$ cat src/common/scsi_sm_pkg.sv
`default_nettype none

package scsi_sm_pkg;

  // width of the state code, one bit per next-state flop
  localparam int unsigned state_w = 5;

  // bit 0 is set in every busy state, so the return-to-idle
  // terms can drive it through an inverted plane
  typedef enum logic [state_w-1:0] {
    s_idle     = 5'b00000,
    s_cpu_sel  = 5'b00011, // cpu access, chip select
    s_cpu_ack  = 5'b00101, // cpu access, dsack request
    s_cpu_wait = 5'b00111, // hold until host drops cpureq
    s_rd_scsi  = 5'b01001, // chip to fifo, dack/re
    s_rd_latch = 5'b01011, // chip to fifo, latch and count
    s_wr_scsi  = 5'b10001, // fifo to chip, dack/we
    s_wr_done  = 5'b10011  // fifo to chip, count
  } scsi_state_e;

  localparam scsi_state_e reset_state = s_idle;

  // width of the product-term bus between the two planes
  localparam int unsigned num_terms = 18;

  // product term positions on e_n
  localparam int unsigned t_idle_cpu     = 0;  // idle, cpureq
  localparam int unsigned t_idle_rd      = 1;  // idle, read dma allowed
  localparam int unsigned t_idle_wr      = 2;  // idle, write dma allowed
  localparam int unsigned t_sel_wr       = 3;  // select, cpu write
  localparam int unsigned t_sel_rd       = 4;  // select, cpu read
  localparam int unsigned t_ack_wr       = 5;
  localparam int unsigned t_ack_rd       = 6;
  localparam int unsigned t_wait_hold_wr = 7;  // wait, cpureq still up
  localparam int unsigned t_wait_hold_rd = 8;
  localparam int unsigned t_rd_scsi      = 9;
  localparam int unsigned t_rd_latch     = 10;
  localparam int unsigned t_rd_latch_b3  = 11; // last byte of word
  localparam int unsigned t_wr_scsi      = 12;
  localparam int unsigned t_wr_done      = 13;
  localparam int unsigned t_wr_done_b3   = 14; // last byte of word
  localparam int unsigned t_illegal      = 15; // any unlisted code
  localparam int unsigned t_idle_stay    = 16; // idle, nothing to do
  localparam int unsigned t_wait_end     = 17; // wait, cpureq gone

endpackage

`default_nettype wire

$ cat src/scsi_sm/scsi_sm_state.sv
`timescale 1ns/100ps
`default_nettype none

module scsi_sm_state (
  input  logic                               clk,
  input  logic                               arst_n,
  input  logic                               dreq,       // async, from the chip
  input  logic [scsi_sm_pkg::state_w-1:0]    next_state,
  output scsi_sm_pkg::scsi_state_e           state,
  output logic                               dreq_sync
);

  logic dreq_meta; // first synchronizer stage

  // two-flop synchronizer for dreq
  // dreq_sync rises two edges after dreq
  always_ff @(posedge clk or negedge arst_n) begin
    if (!arst_n) begin
      dreq_meta <= 1'b0;
      dreq_sync <= 1'b0;
    end else begin
      dreq_meta <= dreq;
      dreq_sync <= dreq_meta;
    end
  end

  // state flops
  // illegal codes still load as-is, the input plane steers them home
  always_ff @(posedge clk or negedge arst_n) begin
    if (!arst_n) begin
      state <= scsi_sm_pkg::reset_state;
    end else begin
      state <= scsi_sm_pkg::scsi_state_e'(next_state);
    end
  end

endmodule

`default_nettype wire

$ cat src/scsi_sm/scsi_sm_inputs.sv
`timescale 1ns/100ps
`default_nettype none

module scsi_sm_inputs (
  input  scsi_sm_pkg::scsi_state_e               state,
  input  logic                                   cpureq,
  input  logic                                   rw,        // 1 = cpu reads chip
  input  logic                                   dreq_sync,
  input  logic                                   dmadir,    // 1 = chip to memory
  input  logic                                   fifofull,
  input  logic                                   fifoempty,
  input  logic                                   boeq3,
  output logic [scsi_sm_pkg::num_terms-1:0]      e_n        // active low terms
);

  // one-hot state match lines
  logic st_idle;
  logic st_cpu_sel;
  logic st_cpu_ack;
  logic st_cpu_wait;
  logic st_rd_scsi;
  logic st_rd_latch;
  logic st_wr_scsi;
  logic st_wr_done;
  logic st_illegal;

  // start conditions out of idle
  logic go_rd;
  logic go_wr;

  assign st_idle     = (state == scsi_sm_pkg::s_idle);
  assign st_cpu_sel  = (state == scsi_sm_pkg::s_cpu_sel);
  assign st_cpu_ack  = (state == scsi_sm_pkg::s_cpu_ack);
  assign st_cpu_wait = (state == scsi_sm_pkg::s_cpu_wait);
  assign st_rd_scsi  = (state == scsi_sm_pkg::s_rd_scsi);
  assign st_rd_latch = (state == scsi_sm_pkg::s_rd_latch);
  assign st_wr_scsi  = (state == scsi_sm_pkg::s_wr_scsi);
  assign st_wr_done  = (state == scsi_sm_pkg::s_wr_done);

  // nothing matched, code is outside the enum
  assign st_illegal = ~(st_idle | st_cpu_sel | st_cpu_ack | st_cpu_wait |
                        st_rd_scsi | st_rd_latch | st_wr_scsi | st_wr_done);

  // cpureq has priority over dma
  // back-pressure only blocks the start, never a running transfer
  assign go_rd = ~cpureq & dreq_sync & dmadir & ~fifofull;
  assign go_wr = ~cpureq & dreq_sync & ~dmadir & ~fifoempty;

  // idle
  assign e_n[scsi_sm_pkg::t_idle_cpu]  = ~(st_idle & cpureq);
  assign e_n[scsi_sm_pkg::t_idle_rd]   = ~(st_idle & go_rd);
  assign e_n[scsi_sm_pkg::t_idle_wr]   = ~(st_idle & go_wr);
  assign e_n[scsi_sm_pkg::t_idle_stay] = ~(st_idle & ~cpureq & ~go_rd & ~go_wr);

  // cpu select, direction from rw
  assign e_n[scsi_sm_pkg::t_sel_wr] = ~(st_cpu_sel & ~rw);
  assign e_n[scsi_sm_pkg::t_sel_rd] = ~(st_cpu_sel & rw);

  // cpu ack cycle
  assign e_n[scsi_sm_pkg::t_ack_wr] = ~(st_cpu_ack & ~rw);
  assign e_n[scsi_sm_pkg::t_ack_rd] = ~(st_cpu_ack & rw);

  // cpu wait, held while the host keeps cpureq up
  assign e_n[scsi_sm_pkg::t_wait_hold_wr] = ~(st_cpu_wait & cpureq & ~rw);
  assign e_n[scsi_sm_pkg::t_wait_hold_rd] = ~(st_cpu_wait & cpureq & rw);
  assign e_n[scsi_sm_pkg::t_wait_end]     = ~(st_cpu_wait & ~cpureq);

  // chip to fifo
  assign e_n[scsi_sm_pkg::t_rd_scsi]     = ~st_rd_scsi;
  assign e_n[scsi_sm_pkg::t_rd_latch]    = ~st_rd_latch;
  assign e_n[scsi_sm_pkg::t_rd_latch_b3] = ~(st_rd_latch & boeq3); // word full

  // fifo to chip
  assign e_n[scsi_sm_pkg::t_wr_scsi]    = ~st_wr_scsi;
  assign e_n[scsi_sm_pkg::t_wr_done]    = ~st_wr_done;
  assign e_n[scsi_sm_pkg::t_wr_done_b3] = ~(st_wr_done & boeq3); // word drained

  // recovery path back to idle
  assign e_n[scsi_sm_pkg::t_illegal] = ~st_illegal;

endmodule

`default_nettype wire

$ cat src/scsi_sm/scsi_sm_outputs.sv
`timescale 1ns/100ps
`default_nettype none

module scsi_sm_outputs (
  input  logic [scsi_sm_pkg::num_terms-1:0]   e_n,
  output logic                                dack,
  output logic                                incbo,
  output logic                                incni,
  output logic                                incno,
  output logic                                re,
  output logic                                we,
  output logic                                scsi_cs,
  output logic                                set_dsack,
  output logic                                s2f,
  output logic                                f2s,
  output logic                                s2cpu,
  output logic                                cpu2s,
  output logic [scsi_sm_pkg::state_w-1:0]     next_state
);

  // named terms, all active low
  logic e_idle_cpu, e_idle_rd, e_idle_wr, e_idle_stay;
  logic e_sel_wr, e_sel_rd, e_ack_wr, e_ack_rd;
  logic e_hold_wr, e_hold_rd, e_wait_end;
  logic e_rd_scsi, e_rd_latch, e_rd_latch_b3;
  logic e_wr_scsi, e_wr_done, e_wr_done_b3;
  logic e_illegal;
  logic go_idle; // any term heading back to s_idle

  assign e_idle_cpu    = e_n[scsi_sm_pkg::t_idle_cpu];
  assign e_idle_rd     = e_n[scsi_sm_pkg::t_idle_rd];
  assign e_idle_wr     = e_n[scsi_sm_pkg::t_idle_wr];
  assign e_idle_stay   = e_n[scsi_sm_pkg::t_idle_stay];
  assign e_sel_wr      = e_n[scsi_sm_pkg::t_sel_wr];
  assign e_sel_rd      = e_n[scsi_sm_pkg::t_sel_rd];
  assign e_ack_wr      = e_n[scsi_sm_pkg::t_ack_wr];
  assign e_ack_rd      = e_n[scsi_sm_pkg::t_ack_rd];
  assign e_hold_wr     = e_n[scsi_sm_pkg::t_wait_hold_wr];
  assign e_hold_rd     = e_n[scsi_sm_pkg::t_wait_hold_rd];
  assign e_wait_end    = e_n[scsi_sm_pkg::t_wait_end];
  assign e_rd_scsi     = e_n[scsi_sm_pkg::t_rd_scsi];
  assign e_rd_latch    = e_n[scsi_sm_pkg::t_rd_latch];
  assign e_rd_latch_b3 = e_n[scsi_sm_pkg::t_rd_latch_b3];
  assign e_wr_scsi     = e_n[scsi_sm_pkg::t_wr_scsi];
  assign e_wr_done     = e_n[scsi_sm_pkg::t_wr_done];
  assign e_wr_done_b3  = e_n[scsi_sm_pkg::t_wr_done_b3];
  assign e_illegal     = e_n[scsi_sm_pkg::t_illegal];

  // next state, one nand per flop
  // bit 0 is built inverted from the idle-bound terms
  assign go_idle = ~(e_rd_latch & e_wr_done & e_illegal & e_idle_stay & e_wait_end);
  assign next_state[0] = ~go_idle;
  assign next_state[1] = ~(e_idle_cpu & e_ack_wr & e_ack_rd & e_hold_wr & e_hold_rd &
                           e_rd_scsi & e_wr_scsi); // sel, wait, latch, done
  assign next_state[2] = ~(e_sel_wr & e_sel_rd & e_ack_wr & e_ack_rd &
                           e_hold_wr & e_hold_rd); // ack, wait
  assign next_state[3] = ~(e_idle_rd & e_rd_scsi); // rd_scsi, rd_latch
  assign next_state[4] = ~(e_idle_wr & e_wr_scsi); // wr_scsi, wr_done

  // strobes
  assign dack      = ~(e_rd_scsi & e_wr_scsi);
  assign re        = ~e_rd_scsi;
  assign we        = ~e_wr_scsi;
  assign s2f       = ~(e_rd_scsi & e_rd_latch);
  assign f2s       = ~(e_wr_scsi & e_wr_done);
  assign incbo     = ~(e_rd_latch & e_wr_done); // one byte per transfer
  assign incni     = ~e_rd_latch_b3;            // fifo in pointer
  assign incno     = ~e_wr_done_b3;             // fifo out pointer
  assign scsi_cs   = ~(e_sel_wr & e_sel_rd & e_ack_wr & e_ack_rd & e_hold_wr & e_hold_rd);
  assign set_dsack = ~(e_ack_wr & e_ack_rd);
  assign s2cpu     = ~(e_sel_rd & e_ack_rd & e_hold_rd);
  assign cpu2s     = ~(e_sel_wr & e_ack_wr & e_hold_wr);

endmodule

`default_nettype wire

$ cat src/scsi_sm/scsi_sm.sv
`timescale 1ns/100ps
`default_nettype none

module scsi_sm (
  input  logic clk,
  input  logic arst_n,
  // conditions
  input  logic cpureq,    // host wants a chip register
  input  logic rw,        // 1 = read from chip
  input  logic dreq,      // chip dma request, async
  input  logic dmadir,    // 1 = chip to memory
  input  logic fifofull,
  input  logic fifoempty,
  input  logic boeq3,     // byte pointer at last byte
  // strobes
  output logic dack,
  output logic re,
  output logic we,
  output logic scsi_cs,
  output logic set_dsack,
  output logic s2f,
  output logic f2s,
  output logic s2cpu,
  output logic cpu2s,
  output logic incbo,
  output logic incni,
  output logic incno
);

  logic [scsi_sm_pkg::num_terms-1:0] e_n;        // and plane to nand plane
  logic [scsi_sm_pkg::state_w-1:0]   next_state;
  scsi_sm_pkg::scsi_state_e          state;
  logic                              dreq_sync;

  scsi_sm_state state_i (
    .clk        (clk),
    .arst_n     (arst_n),
    .dreq       (dreq),
    .next_state (next_state),
    .state      (state),
    .dreq_sync  (dreq_sync)
  );

  scsi_sm_inputs inputs_i (
    .state     (state),
    .cpureq    (cpureq),
    .rw        (rw),
    .dreq_sync (dreq_sync),
    .dmadir    (dmadir),
    .fifofull  (fifofull),
    .fifoempty (fifoempty),
    .boeq3     (boeq3),
    .e_n       (e_n)
  );

  scsi_sm_outputs outputs_i (
    .e_n        (e_n),
    .dack       (dack),
    .incbo      (incbo),
    .incni      (incni),
    .incno      (incno),
    .re         (re),
    .we         (we),
    .scsi_cs    (scsi_cs),
    .set_dsack  (set_dsack),
    .s2f        (s2f),
    .f2s        (f2s),
    .s2cpu      (s2cpu),
    .cpu2s      (cpu2s),
    .next_state (next_state)
  );

endmodule

`default_nettype wire

$ cat config.mk
export PLATFORM = sky130hd
export DESIGN_NAME = scsi_sm
export DESIGN_NICKNAME = d
export VERILOG_FILES = /design/src/common/scsi_sm_pkg.sv /design/src/scsi_sm/scsi_sm_state.sv /design/src/scsi_sm/scsi_sm_inputs.sv /design/src/scsi_sm/scsi_sm_outputs.sv /design/src/scsi_sm/scsi_sm.sv
export SDC_FILE = /design/constraint.sdc
export NUM_CORES = 1
export LEC_CHECK = 0
export BUFFER_PORTS_ARGS = -buffer_cell sky130_fd_sc_hd__clkbuf_2
export CAP_MARGIN = 40
export CORE_AREA = 10 10 47 49
export CTS_CLUSTER_DIAMETER = 30
export DETAILED_ROUTE_END_ITERATION = 6
export DIE_AREA = 0 0 57 59
export PLACE_DENSITY_LB_ADDON = 0.3
export SKIP_LAST_GASP = 1
export SYNTH_ARGS = -nofsm -noshare
export SYNTH_HDL_FRONTEND = slang
export SYNTH_SLANG_ARGS = --single-unit
$ cat constraint.sdc
create_clock -name clk -period 3.4 [get_ports clk]
set_clock_uncertainty 0.1 [all_clocks]
set_input_delay 0.17 -clock clk [delete_from_list [all_inputs] [get_ports clk]]
set_output_delay 0.17 -clock clk [all_outputs]
set_load 0.02 [all_outputs]
==> out/results.txt, run 1 <==
Slew Viols, Final: 0
Area of the mapped netlist: 498 um^2
Post-DP HPWL: 973 um
Post-synthesis mux area share: 2.01%
Longest Clk Path Bufs: 2
Unrepaired setup endpoints after global routing: false
Placed Area: 576 um^2
Boundary Pins: 21
Pwr per Cell Area: 629 nW/um^2
HP Class: in2reg
Busiest layer in global routing: met2
M1 GR Usage: 8.34%
Global Route met2 Usage: 9.30%
Final wirelength: 1220 um
Final Hold Fails: 0
Cell Count, Final, Fillers Out: 96
Synth area leaders: dfrtp_1 35%, buf_6 4.5%, nor2_1 4.5%
Initial antenna violation count: 0
Sequential share of the synthesized area: 35.2%
Core footprint: 1400 um^2
Peak supply drop: 296 uV
# DRC: 0
Max Fclk: 494 MHz
Clk_lat worst skew: 250 ps
Fraction of layout cells with a size suffix above 1: 31.3%
Die area: 3360 um^2
Final ANT Viol Nets: 0
Worst Setup Path Type: reg2out
Post-Synth Adder-Cell Area: 0%
Via count: 497
Synth warn: 0
Placed cells: 90
Die width: 57 um
CP Capture Type: output pin
Vias in the first global route: 438
GRT Total Usage: 7.22%
LEAKAGE: 0.000340 uW
Pin count of the biggest net entering global routing: 14
Worst EP required: 3130 ps
Flops & latches, synth: 7
Post-CTS setup buffer count: 0
Synthesized Nets: 68
Ratio of final minimum period to clock period: 59.5%
Post-CTS resize count: 0
Die Span Y: 59 um
IO buf count: 20
Worst-margin pin slew: 365 ps
Critical Path AT: 1750 ps
First-pass iteration count of the detailed router: 4
Diode count: 0
Pwr Total: 391 uW
Outcome: completed
FP Rows: 14
1st-iter DRT viols: 10
Starting Density: 35.5%
CP Max Fanout: 10
Post-CTS Hold Buffers: 2
Max-slew headroom: 75.7%
Final GP Congestion: 0.762
CTS tree: yes
Cell count after synthesis: 59
Syn_area_per_cell: 8.44 um^2
Main combinational cell family by area after synthesis: simple AND/OR/NAND/NOR gates
Post-route cell area: 622 um^2
Synth area leader: dfrtp_1
Hold WS: 13.2 ps
CP Launch Type: flip-flop
Grt ovf: 0
Synth Area in Compound Gates: 15.3%
# fillers: 154
First-pass GRT wire length: 1890 um
Max-Cap Viols: 0
Netlist cell types: 31
Clock buffer count from CTS: 3
Synth Area in XOR/XNOR: 1.76%
Sink Count: 7
Area fraction of the dominant cell type after synthesis: 35.2%
Setup violations, final: 0
Met3 Usage GRT: 4.51%
Final min period: 2020 ps
CTS H-Tree Depth: 1
Post-Synth Simple-Gate Area: 33.4%
Clock root cell: clkbuf_4
Worst-path clk slew: 50 ps
Wire length per cell: 12.7 um
Final net count: 90
Setup_tns: 0 ps
Area grow syn2layout: 24.9%
Vias/cell: 5.18
==> worst max-delay path, cell delays in order (launching register included) <==
cell	delay (ps)
dfrtp_1	480
nand2b_1	210
or4b_1	550
nand2_1	100
clkbuf_2	170
==> power by group <==
part | leakage, uW | internal [uW] | total [uW] | switching [uW]
clock | 0.0000150 | 44.8 | 75.3 | 30.5
combinational | 0.000235 | 79.2 | 163 | 83.7
sequential | 0.0000896 | 103 | 153 | 50.3
total | 0.000340 | 227 | 391 | 165
==> cells in the final DEF (no fill, tap or decap), drive strengths merged, types with 2 or more instances in the layout <==
| master | n |
|---|---|
| a211o | 2 |
| clkbuf | 24 |
| dfrtp | 7 |
| dlygate4sd3 | 2 |
| inv | 5 |
| nand2 | 5 |
| nand2b | 2 |
| nand3 | 2 |
| nand4 | 3 |
| nor2 | 6 |
| nor2b | 3 |
| o21ai | 3 |
==> cells in the mapped netlist, drive strengths merged <==
cell / count
dfrtp: 7
nor2: 6
buf: 5
inv: 5
nand2: 5
nand4: 3
nor2b: 3
o21ai: 3
a211o: 2
nand2b: 2
nand3: 2
a21oi: 1
a311oi: 1
and2: 1
and3: 1
mux2i: 1
nand3b: 1
nor3: 1
nor4: 1
nor4b: 1
o211ai: 1
o311ai: 1
o31ai: 1
or2: 1
or3: 1
or4b: 1
xnor2: 1
==> worst paths after layout <==
path / start / end / slack (ps) / cells past startpoint
min reg2reg: state_i.dreq_meta / state_i.dreq_sync / 250 / 0
max reg2reg: state_i.state[2] / state_i.state[0] / 1800 / 4
max in group asynchronous: arst_n / state_i.state[3] / 2830 / 2
max: state_i.state[4] / dack / 1380 / 4
min: fifoempty / state_i.state[4] / 10 / 2
min in group asynchronous: arst_n / state_i.state[0] / 200 / 2
==> routing by layer <==
| layer | vias up | wire [um] |
|---|---|---|
| met1 | 225 | 526 |
| met4 | 0 | 20 |
| met2 | 22 | 540 |
| met5 | - | 0 |
| li1 | 248 | - |
| met3 | 2 | 136 |
==> cell type report <==
cell class	count	area (um^2)	area share (%)
Inverter	5	18.8	3.02
Sequential cell	7	175	28.2
Tap cell	16	20.0	3.22
Clock buffer	4	26.3	4.23
Multi-Input combinational cell	42	262	42.1
Timing Repair Buffer	22	120	19.3
==> cells by family after synthesis <==
group                  Yosys count
buffers and inverters           10
AND/OR/NAND/NOR                 30
AO/OA/AOI/OAI                   10
flip-flops                       7
XOR/XNOR                         1
multiplexers                     1
==> metrics by stage <==
| step | setup slack, ps | util, % |
|---|---|---|
| CTS | 1370 | 44.4 |
| global placement | 1640 | 41.1 |
| finish | 1380 | 44.4 |
| detailed placement | 1660 | 41.1 |
| floorplan | 1560 | - |
| global route | 1240 | 44.4 |
==> state kept, by name (all words and copies together) (netlist names) <==
name / flops
state_i.dreq_meta: 1
state_i.dreq_sync: 1
state_i.state: 5
(Power assumes the default switching activity.)
==> run 2: changes to the inputs <==
Clock period 3.4 ns to 1.8 ns, I/O delays scaled along.
==> out/results.txt, run 2 (synthesized netlist as in run 1, its figures left out) <==
LEAKAGE: 0.000381 uW
HP Class: in2reg
Worst hold stages: 3
Critical Path AT: 1580 ps
Max stage delay on crit path: 510 ps
Post-DP HPWL: 1040 um
Longest Clk Path Bufs: 2
Largest regs: state_i.state x5, state_i.dreq_meta x1, state_i.dreq_sync x1
Final min period: 1770 ps
Wire length per cell: 13.5 um
Cell Count, Final, Fillers Out: 104
# DRC: 0
Worst EP required: 1610 ps
First-pass GRT wire length: 2250 um
Max-slew headroom: 81.7%
Worst Setup Path Type: reg2out
Fraction of layout cells with a size suffix above 1: 43.2%
Worst Path Buf+Inv: 1
Worst-path clk slew: 50 ps
CTS H-Tree Depth: 1
Die area: 3360 um^2
Slew Viols, Final: 0
Sink Count: 7
Vias in the first global route: 537
Area grow syn2layout: 42.7%
Diode count: 0
Most frequent cells in the layout: 18 x clkbuf_2, 7 x buf_4, 6 x nor2_1
Final ANT Viol Nets: 0
R2R Path End: state_i.state[0]
CP Max Fanout: 4
Peak supply drop: 524 uV
CP Capture Type: output pin
Number of flip-flops in the largest register: 5
First-pass iteration count of the detailed router: 4
Unrepaired setup endpoints after global routing: true
Die width: 57 um
CP Launch Type: flip-flop
Initial antenna violation count: 0
Commonest non-fill, non-tap cell in the layout: clkbuf_2
IO buf count: 20
Final Hold Fails: 0
FP Rows: 14
Endpoint, Worst Hold: state_i.state[3]
Ratio of final minimum period to clock period: 98.4%
Top delay family on crit path: simple AND/OR/NAND/NOR gates
Final wirelength: 1410 um
Clk_lat worst skew: 250 ps
Outcome: completed
1st-iter DRT viols: 8
Register bank with the most flops: state_i.state
Die Span Y: 59 um
Core footprint: 1400 um^2
Pin count of the biggest net entering global routing: 14
Worst-margin pin slew: 275 ps
Starting Density: 35.5%
Via count: 530
Final design utilization: 50.7%
CTS tree: yes
R2r worst-path depth: 4
Final GP Congestion: 0.748
Pwr per Cell Area: 1170 nW/um^2
Hold Path Origin: fifofull
Hold WS: 44.7 ps
Max Fclk: 564 MHz
Setup_tns: 0 ps
Max-Cap Viols: 0
Critical path's slowest cell: or4b_4
Clock buffer count from CTS: 3
Boundary Pins: 21
GRT Total Usage: 8.31%
# fillers: 149
Clock root cell: clkbuf_4
Worst r2r src: state_i.state[2]
Grt ovf: 0
Setup violations, final: 0
Vias/cell: 5.10
Flop2flop setup slack: 270 ps
Placed cells: 93
Final net count: 98
Crit-path cells: nand2b_4, or4b_4, nand2_1, clkbuf_4
-- run 2: repair_timing --
action                                 in CTS  in global routing
pin swaps                                   0                  1
hold buffers                                4                  0
endpoints found under the hold margin       9                  0
setup endpoints to repair                   5                  5
setup buffers                               2                  1
resized for setup                           7                  3
gates cloned                                0                  0
-- run 2: where the power goes --
| part | switching, uW | total (uW) | internal, uW |
|---|---|---|---|
| clock network | 56.4 | 141 | 84.5 |
| logic | 203 | 412 | 209 |
| registers | 77.5 | 279 | 201 |
-- run 2: how the worst max path moves through the flow --
stage / startpoint / to / slack, ps / cells past startpoint
floorplan: state_i.state[4] / cpu2s / 40 / 5
global placement: state_i.state[4] / dack / 160 / 4
detailed placement: state_i.state[4] / dack / 150 / 4
CTS: state_i.state[4] / dack / 9 / 4
global route: state_i.state[4] / dack / -40 / 4
finish: state_i.state[4] / dack / 30 / 4
-- run 2: through the flow --
stage	power (uW)	instance area (um^2)	setup slack, ps
2_1_floorplan	559	498	40.6
3_3_place_gp	619	598	164
3_5_place_dp	623	598	152
4_1_cts	827	698	9.09
5_1_grt	897	711	-43.1
6_report	832	711	28.5
-- run 2: layer usage --
metal | up-vias | global-route usage, % | routed length [um]
met3 | 2 | 3.00 | 123
met4 | 0 | 6.04 | 12
met2 | 22 | 13.6 | 680
met1 | 241 | 8.59 | 591
met5 | - | 0 | 0
li1 | 265 | - | -
-- run 2: cell type report --
| class | instances | area [um^2] | area share (%) |
|---|---|---|---|
| timing repair buffer | 30 | 190 | 26.8 |
| tap | 16 | 20.0 | 2.82 |
| multi-input combinational | 42 | 275 | 38.7 |
| clock buffer | 4 | 26.3 | 3.70 |
| sequential | 7 | 180 | 25.4 |
| inverter | 5 | 18.8 | 2.64 |
-- run 2: worst register-to-register path, delay by kind of cell, from the launching register on --
kind	cells	cell delay, ps
AND/OR/NAND/NOR	3	600
flip-flops	1	470
AO/OA/AOI/OAI	1	300
